`src/rv8u_defs.svh`:
```
////////////////////////////////////////////////////////////
// widths and instruction field positions for the rv8u slice
// included by the package and by any file using the macros
////////////////////////////////////////////////////////////

`ifndef RV8U_DEFS_SVH
`define RV8U_DEFS_SVH

// datapath and instruction widths
`define RV8U_XLEN 8
`define RV8U_ILEN 16
`define RV8U_RBITS 3
// rs2 reaches x0..x3 only
`define RV8U_RS2_BITS 2

// 16-bit instruction fields
`define RV8U_OPC_HI 2
`define RV8U_OPC_LO 0
`define RV8U_RD_HI 5
`define RV8U_RD_LO 3
`define RV8U_F3_HI 8
`define RV8U_F3_LO 6
`define RV8U_RS1_HI 11
`define RV8U_RS1_LO 9
`define RV8U_RS2_HI 13
`define RV8U_RS2_LO 12
// i-type immediate, bit 15 doubles as its sign
`define RV8U_IMM_HI 15
`define RV8U_IMM_LO 12
`define RV8U_ALT_BIT 15
// lui payload
`define RV8U_UIMM_HI 10
`define RV8U_UIMM_LO 6

`endif

```
`src/rv8u_pkg.sv`:
```
////////////////////////////////////////////////////////////
// shared types for the rv8u execute slice
// imported by wildcard in every rtl module header
////////////////////////////////////////////////////////////

`include "rv8u_defs.svh"

package rv8u_pkg;

	// data word, instruction and register index
	typedef logic [`RV8U_XLEN-1:0] word_t;
	typedef logic [`RV8U_ILEN-1:0] instr_t;
	typedef logic [`RV8U_RBITS-1:0] reg_idx_t;

	// opcode field, bits 2..0
	// system with funct3 0 is halt, other funct3 is the load/store class
	// values not listed here decode as no-ops
	typedef enum logic [2:0] {
		opc_system = 3'b000,
		opc_op_imm = 3'b001,
		opc_op = 3'b011,
		opc_lui = 3'b111
	} opcode_e;

	// alu op, upper bit is the alternate form, low bits follow funct3
	typedef enum logic [3:0] {
		alu_add = 4'b0000,
		alu_sll = 4'b0001,
		alu_slt = 4'b0010,
		alu_sltu = 4'b0011,
		alu_xor = 4'b0100,
		alu_srl = 4'b0101,
		alu_or = 4'b0110,
		alu_and = 4'b0111,
		alu_sub = 4'b1000,
		alu_sra = 4'b1101
	} alu_op_e;

endpackage

```
`src/rv8u_ifs.sv`:
```
////////////////////////////////////////////////////////////
// decoded-instruction bus and register read port
////////////////////////////////////////////////////////////

`timescale 1ns/1ps
`include "rv8u_defs.svh"

// decode to execute, one strobe per instruction
interface decoded_if
	import rv8u_pkg::*;
();
	logic valid;
	alu_op_e alu_op;
	reg_idx_t rd;
	reg_idx_t rs1;
	logic [`RV8U_RS2_BITS-1:0] rs2;
	// sign-extended imm, or the raw lui field
	word_t imm;
	logic use_imm;
	logic is_lui;
	// only op, op_imm and lui write back
	logic writes;

	modport source (output valid, alu_op, rd, rs1, rs2, imm, use_imm, is_lui, writes);
	modport sink (input valid, alu_op, rd, rs1, rs2, imm, use_imm, is_lui, writes);
endinterface

// execute asks, register file answers in the same cycle
interface reg_read_if
	import rv8u_pkg::*;
();
	reg_idx_t rs1;
	logic [`RV8U_RS2_BITS-1:0] rs2;
	word_t rs1_data;
	word_t rs2_data;

	modport reader (output rs1, rs2, input rs1_data, rs2_data);
	modport file (input rs1, rs2, output rs1_data, rs2_data);
endinterface

```
`src/rv8u_decode.sv`:
```
////////////////////////////////////////////////////////////
// decode stage, one register stage from host strobe to bus
////////////////////////////////////////////////////////////

`timescale 1ns/1ps
`include "rv8u_defs.svh"

module rv8u_decode
	import rv8u_pkg::*;
(
	input logic clk,
	input logic rst,
	input logic in_valid,
	input instr_t in_instr,
	output logic halted,
	decoded_if.source dec
);

	opcode_e opcode;
	logic [2:0] funct3;
	logic alt;
	logic accept;
	logic is_op;
	logic is_op_imm;
	logic is_lui;
	logic is_halt;
	alu_op_e alu_op;
	word_t imm;

	// field split
	assign opcode = opcode_e'(in_instr[`RV8U_OPC_HI:`RV8U_OPC_LO]);
	assign funct3 = in_instr[`RV8U_F3_HI:`RV8U_F3_LO];
	assign alt = in_instr[`RV8U_ALT_BIT];

	// strobes dropped once halted
	assign accept = in_valid & ~halted;
	assign is_op = (opcode == opc_op);
	assign is_op_imm = (opcode == opc_op_imm);
	assign is_lui = (opcode == opc_lui);
	assign is_halt = accept && (opcode == opc_system) && (funct3 == 3'b000);

	////////////////////////////////////////////////////////////
	// alu op and immediate

	always_comb begin
		case (funct3)
			3'b000: alu_op = (is_op && alt) ? alu_sub : alu_add;
			3'b001: alu_op = alu_sll;
			3'b010: alu_op = alu_slt;
			3'b011: alu_op = alu_sltu;
			3'b100: alu_op = alu_xor;
			// alt picks sra in both op and op_imm
			3'b101: alu_op = alt ? alu_sra : alu_srl;
			3'b110: alu_op = alu_or;
			default: alu_op = alu_and;
		endcase
	end

	always_comb begin
		if (is_lui)
			imm = word_t'(in_instr[`RV8U_UIMM_HI:`RV8U_UIMM_LO]);
		else
			imm = {{(`RV8U_XLEN - (`RV8U_IMM_HI - `RV8U_IMM_LO + 1)){in_instr[`RV8U_IMM_HI]}},
				in_instr[`RV8U_IMM_HI:`RV8U_IMM_LO]};
	end

	////////////////////////////////////////////////////////////
	// stage register and halt latch

	always_ff @(posedge clk or posedge rst) begin
		if (rst) begin
			dec.valid <= 1'b0;
			halted <= 1'b0;
		end else begin
			dec.valid <= accept;
			// sticky until reset
			if (is_halt)
				halted <= 1'b1;
		end
	end

	// payload only, qualified by valid downstream
	always_ff @(posedge clk) begin
		if (accept) begin
			dec.alu_op <= alu_op;
			dec.rd <= in_instr[`RV8U_RD_HI:`RV8U_RD_LO];
			dec.rs1 <= in_instr[`RV8U_RS1_HI:`RV8U_RS1_LO];
			dec.rs2 <= in_instr[`RV8U_RS2_HI:`RV8U_RS2_LO];
			dec.imm <= imm;
			dec.use_imm <= is_op_imm;
			dec.is_lui <= is_lui;
			dec.writes <= is_op | is_op_imm | is_lui;
		end
	end

endmodule

```
`src/rv8u_execute.sv`:
```
////////////////////////////////////////////////////////////
// execute stage, 8-bit alu and lui, registered writeback
////////////////////////////////////////////////////////////

`timescale 1ns/1ps
`include "rv8u_defs.svh"

module rv8u_execute
	import rv8u_pkg::*;
(
	input logic clk,
	input logic rst,
	decoded_if.sink dec,
	reg_read_if.reader rd_port,
	output logic wb_valid,
	output reg_idx_t wb_rd,
	output word_t wb_data
);

	word_t arg0;
	word_t arg1;
	word_t diff;
	word_t srl_res;
	word_t sra_mask;
	logic [4:0] shamt;
	word_t alu_res;
	word_t res;

	////////////////////////////////////////////////////////////
	// operands

	// indices go straight out, data comes back same cycle
	assign rd_port.rs1 = dec.rs1;
	assign rd_port.rs2 = dec.rs2;

	assign arg0 = rd_port.rs1_data;
	assign arg1 = dec.use_imm ? dec.imm : rd_port.rs2_data;

	////////////////////////////////////////////////////////////
	// alu

	// five shift bits, so 8 and up clears sll/srl
	assign shamt = arg1[4:0];
	assign diff = arg0 - arg1;
	assign srl_res = arg0 >> shamt;

	// sra fill, top arg1[2:0] bits when arg0 negative
	always_comb begin
		if (arg0[`RV8U_XLEN-1])
			sra_mask = ~({`RV8U_XLEN{1'b1}} >> arg1[2:0]);
		else
			sra_mask = '0;
	end

	always_comb begin
		case (dec.alu_op)
			alu_add: alu_res = arg0 + arg1;
			alu_sub: alu_res = diff;
			alu_sll: alu_res = arg0 << shamt;
			// sign of the difference, no overflow fixup
			alu_slt: alu_res = word_t'(diff[`RV8U_XLEN-1]);
			alu_sltu: alu_res = word_t'(arg0 < arg1);
			alu_xor: alu_res = arg0 ^ arg1;
			alu_srl: alu_res = srl_res;
			alu_sra: alu_res = srl_res | sra_mask;
			alu_or: alu_res = arg0 | arg1;
			alu_and: alu_res = arg0 & arg1;
			default: alu_res = '0;
		endcase
	end

	// lui: 5-bit field above three zeros
	assign res = dec.is_lui ? {dec.imm[4:0], 3'b000} : alu_res;

	////////////////////////////////////////////////////////////
	// writeback register

	always_ff @(posedge clk or posedge rst) begin
		if (rst)
			wb_valid <= 1'b0;
		else
			wb_valid <= dec.valid & dec.writes;
	end

	// halt and no-op classes leave rd/data alone
	always_ff @(posedge clk) begin
		if (dec.valid && dec.writes) begin
			wb_rd <= dec.rd;
			wb_data <= res;
		end
	end

endmodule

```
`src/rv8u_result.sv`:
```
////////////////////////////////////////////////////////////
// register file x1..x7 with writeback and read forwarding
////////////////////////////////////////////////////////////

`timescale 1ns/1ps

module rv8u_result
	import rv8u_pkg::*;
(
	input logic clk,
	input logic rst,
	input logic wb_valid,
	input reg_idx_t wb_rd,
	input word_t wb_data,
	reg_read_if.file rd_port
);

	// x0 has no storage
	word_t regs [1:7];

	// zero reg first, then the value being written this cycle
	function automatic word_t read_reg(input reg_idx_t idx);
		word_t val;
		if (idx == '0)
			val = '0;
		else if (wb_valid && (idx == wb_rd))
			val = wb_data;
		else
			val = regs[idx];
		return val;
	endfunction

	////////////////////////////////////////////////////////////
	// read ports

	always_comb begin
		rd_port.rs1_data = read_reg(rd_port.rs1);
		// rs2 only two bits wide, x0..x3
		rd_port.rs2_data = read_reg(reg_idx_t'(rd_port.rs2));
	end

	////////////////////////////////////////////////////////////
	// write port

	always_ff @(posedge clk or posedge rst) begin
		if (rst) begin
			for (int i = 1; i < 8; i++)
				regs[i] <= '0;
		end else if (wb_valid && (wb_rd != '0)) begin
			// writes to x0 dropped here
			regs[wb_rd] <= wb_data;
		end
	end

endmodule

```
`src/rv8u_top.sv`:
```
////////////////////////////////////////////////////////////
// rv8u execute slice, decode -> execute -> result
// host drives one instruction per in_valid strobe
////////////////////////////////////////////////////////////

`timescale 1ns/1ps

module rv8u_top
	import rv8u_pkg::*;
(
	input logic clk,
	input logic rst,
	input logic in_valid,
	input instr_t in_instr,
	output logic wb_valid,
	output reg_idx_t wb_rd,
	output word_t wb_data,
	output logic halted
);

	// stage buses
	decoded_if dec_bus ();
	reg_read_if rd_bus ();

	rv8u_decode u_decode (
		.clk (clk),
		.rst (rst),
		.in_valid (in_valid),
		.in_instr (in_instr),
		.halted (halted),
		.dec (dec_bus.source)
	);

	// writeback also leaves the top
	rv8u_execute u_execute (
		.clk (clk),
		.rst (rst),
		.dec (dec_bus.sink),
		.rd_port (rd_bus.reader),
		.wb_valid (wb_valid),
		.wb_rd (wb_rd),
		.wb_data (wb_data)
	);

	rv8u_result u_result (
		.clk (clk),
		.rst (rst),
		.wb_valid (wb_valid),
		.wb_rd (wb_rd),
		.wb_data (wb_data),
		.rd_port (rd_bus.file)
	);

endmodule

```
`config.mk`:
```
export PLATFORM = sky130hd
export DESIGN_NAME = rv8u_top
export DESIGN_NICKNAME = d
export VERILOG_FILES = /design/src/rv8u_pkg.sv /design/src/rv8u_ifs.sv /design/src/rv8u_decode.sv /design/src/rv8u_execute.sv /design/src/rv8u_result.sv /design/src/rv8u_top.sv
export VERILOG_INCLUDE_DIRS = /design/src /design/src/src
export SDC_FILE = /design/constraint.sdc
export NUM_CORES = 1
export LEC_CHECK = 0
export BUFFER_PORTS_ARGS = -buffer_cell sky130_fd_sc_hd__buf_2
export CAP_MARGIN = 30
export CORE_MARGIN = 5
export CORE_UTILIZATION = 40
export CTS_CLUSTER_SIZE = 28
export DETAILED_ROUTE_END_ITERATION = 7
export GPL_TIMING_DRIVEN = 0
export HOLD_SLACK_MARGIN = 0.08
export REMOVE_ABC_BUFFERS = 1
export SETUP_SLACK_MARGIN = 0.1
export SYNTH_ARGS = -nofsm -noshare
export SYNTH_HDL_FRONTEND = slang
export SYNTH_HIERARCHICAL = 1
export SYNTH_SLANG_ARGS = --single-unit
```
`constraint.sdc`:
```
create_clock -name clk -period 7.55 [get_ports clk]
set_clock_uncertainty 0.15 [all_clocks]
set_input_delay 0 -clock clk [delete_from_list [all_inputs] [get_ports clk]]
set_output_delay 0 -clock clk [all_outputs]
set_load 0.01 [all_outputs]
```
==> run_results.csv <==
group,metric,value,unit
routing,vias,5398,
power_and_ir_drop,ir_drop,162.5,uV
routing,viasPerCell,6.038,
status,outcome,"finished clean",
placed_design,dp_hpwl,13460,um
placed_design,placedCellCount,855,
power_and_ir_drop,p_comb_frac,0.367,
worst_hold_path,hp-class,"in2reg",
clock_network,cts_buffers,9,
power_and_ir_drop,power,1.813,mW
clock_network,clk_root_buffer_cell,"clkbuf_16",
global_route,grt_antenna_before_repair,0,
final_layout,antenna_cells,0,
sta,setup_viol,0,
global_route,grt_max_degree,45,
die,start_util,0.4090,
global_route,grt_pass1_wl,29880,um
die,row_count,47,
worst_setup_path,cp_max_fo,24,
die,dieArea,19660,sq um
clock_network,cts_tree,"yes",
synth,synth.most_common_cell,"mux2_2",
synth,ys.flop_type,"dfrtp_1",
synth,synth_cell_types,88,
sta,tns,0,ns
synth,syn_area,6783,sq um
sta,rsz0062_at_grt,"no",
routing,drt_iter0_drc,555,
clock_network,clkLatencyLatePin,0.34,ns
worst_setup_path,worstSetupPathType,"reg2reg",
final_layout,instances_no_fill,894,
synth,synth_top_cells_by_area,"dfrtp_1 22%, edfxtp_1 14%, mux2_2 10%",
power_and_ir_drop,intPower,1.160,mW
die,ios,32,
power_and_ir_drop,pwr-share-clk,0.242,
clock_network,clock_path_buffers,2,
power_and_ir_drop,switching_share,0.3604,
synth,async_reset_ff_frac,0.6484,
power_and_ir_drop,p_leak,3.086,nW
sta,max_freq,0.1895,GHz
final_layout,nets,718,
clock_network,clkTransAtPathRegs,0.06,ns
synth,yosys.area.top_type,"dfrtp_1",
worst_setup_path,critPathLaunchType,"register",
synth,seq_area_frac_synth,0.3593,
worst_setup_path,crit_required,7.47,ns
synth,synth.avg_cell_area,10.52,sq um
power_and_ir_drop,power.switching,0.6535,mW
sta,period_share,0.6989,
global_route,grt_usage,0.1902,
placed_design,port_buffers,31,
global_route,grt_use_met3,0.02795,
synth,synth-seq-cells,91,
final_layout,drive_gt1_frac,0.2567,
global_route,grt_pass1_vias,5407,
synth,ys.warnings.count,6,
worst_setup_path,cp-end-kind,"register",
synth,synth.top_cells.by_count,"62 x mux2_2, 59 x dfrtp_1, 43 x nor2_1, 37 x nand2_1, 36 x inv_1",
clock_network,h-tree-depth,3,
power_and_ir_drop,pwr_density_cell,241.4,nW/um^2
die,dieHeight,140.2,um
sta,worst_slew_pin_slew,0.9141,ns
sta,hold_viol_final,0,
clock_network,cts.sink_count,91,
synth,synth_edf_count,32,
final_layout,area_growth,10.75,%
die,die_w,140.2,um
die,coreArea,16580,sq um
routing,ant_nets,0,
global_route,overflow,0,
job,drv_cap,0,
sta,drv_slew,0,
global_route,grt.busiest_layer,"met2",
placed_design,gp_congestion,0.9206,
routing,remaining_drc_errors,0,
placed_design,dp_slack,2.401,ns
clock_network,cts_hold_buf,24,
routing,wire_per_inst,21.12,um
sta,slew_headroom,0.3893,
routing,first_pass_iters,6,
sta,finalWorstSetupSlack,2.273,ns
sta,min_period,5.277,ns
worst_setup_path,arrival,5.20,ns
worst_setup_path,rrSetupSlack,2.27,ns
final_layout,fin_util,0.4530,
routing,drt_wl_total,18880,um
synth,synth_cells,645,
global_route,met1_usage,0.2630,
power_and_ir_drop,seqPwrFrac,0.391,
synth,synth_top_area_share,0.2177,
clock_network,cts_setup_buffers,0,
clock_network,cts.repair.resized,0,
global_route,grt_use_met2,0.3032,
==> logic make-up (layout without fill, tap and decap cells) <==
group                    count (synthesis)  after routing  share of synthesized area
AO/OA/AOI/OAI                          152            152                     0.1668
flip-flops                              91             91                     0.3593
multiplexers                           106            106                     0.1850
XOR/XNOR                                 9              9                    0.01716
adder cells (fa/ha/maj)                 29             29                    0.05571
AND/OR/NAND/NOR                        171            171                     0.1454
buffers and inverters                   87            116                    0.07065
==> power groups by stage <==
stage	logic, mW	clock network, mW	registers [mW]
2_1_floorplan	0.471	0	0.690
3_3_place_gp	0.618	0	0.714
3_5_place_dp	0.639	0	0.717
4_1_cts	0.654	0.448	0.708
5_1_grt	0.720	0.472	0.722
6_report	0.665	0.439	0.709
==> per-layer routing <==
metal,up-vias,wire length (um)
li1,2464,-
met1,2666,8424
met2,232,8845
met3,36,1131
met4,0,479
met5,-,0
==> final cells by class <==
| class | instances | area, sq um |
|---|---|---|
| Clock buffer | 11 | 264.0 |
| Clock inverter | 4 | 32.53 |
| Inverter | 37 | 141.4 |
| Fill cell | 1562 | 9071 |
| Tap cell | 220 | 275.3 |
| Timing Repair Buffer | 64 | 493.0 |
| Sequential cell | 91 | 2437 |
| Multi-Input combinational cell | 467 | 3869 |
==> critical path, cell delays in order (launching register included) <==
cell and delay, ns:
edfxtp_1 0.83, xnor2_2 0.20, nand4b_4 0.35, and3_2 0.35
a211oi_1 0.65, mux2i_4 0.33, ha_1 0.44, o21ba_2 0.18
o211ai_1 0.13, a2111oi_0 0.71, nor2b_1 0.12, xnor2_1 0.16
a311o_1 0.38
==> flip-flops by register name, indices dropped and copies added, names as in the netlist, 2 cells and up <==
name	flops
u_decode/dec.rs1	3
u_decode/dec.rd	3
u_decode/dec.alu_op	4
u_decode/dec.rs2	2
u_decode/dec.imm	6
u_execute/wb_rd	3
u_result/regs	56
u_execute/wb_data	8
==> per-stage QoR <==
| stage | area (sq um) | hold slack (ns) |
|---|---|---|
| 2_1_floorplan | 6445 | -0.4213 |
| 4_1_cts | 7512 | 0.2117 |
| 6_report | 7512 | 0.2148 |
| 5_1_grt | 7512 | 0.2158 |
| 3_3_place_gp | 6875 | -0.2929 |
| 3_5_place_dp | 6975 | -0.2790 |
==> layout by cell type (no fill, tap or decap), drive strengths merged, types with 4 or more instances in the layout <==
master and instances:
xnor2 8, o22ai 9, inv 38, mux4 5, nor2 44, and3 8
clkbuf 11, nor3 18, nor4 4, nor2b 9, dlygate4sd3 24, a2111oi 6
a32oi 7, nor4b 4, a31oi 7, nand4b 5, mux2i 39, mux2 62
dfrtp 59, nand2b 13, a221oi 4, nand3 10, o211ai 7, o31ai 6
edfxtp 32, o21ai 28, buf 40, a211oi 15, ha 27, nand2 37
a21oi 25
==> final timing paths <==
path,start,endpoint,cells after the start
worst min register to register,u_decode/dec.rd[0],u_execute/wb_rd[0],0
worst max register to register,u_decode/dec.rs2[1],u_execute/wb_data[0],12
max in group asynchronous,rst,u_result/regs[42],5
min in group asynchronous,rst,u_execute/wb_valid,4
worst max-delay path,u_decode/dec.rs2[1],u_execute/wb_data[0],12
worst min-delay path,in_instr[5],u_decode/dec.rd[2],2
Power figures use the tool's default switching activity.
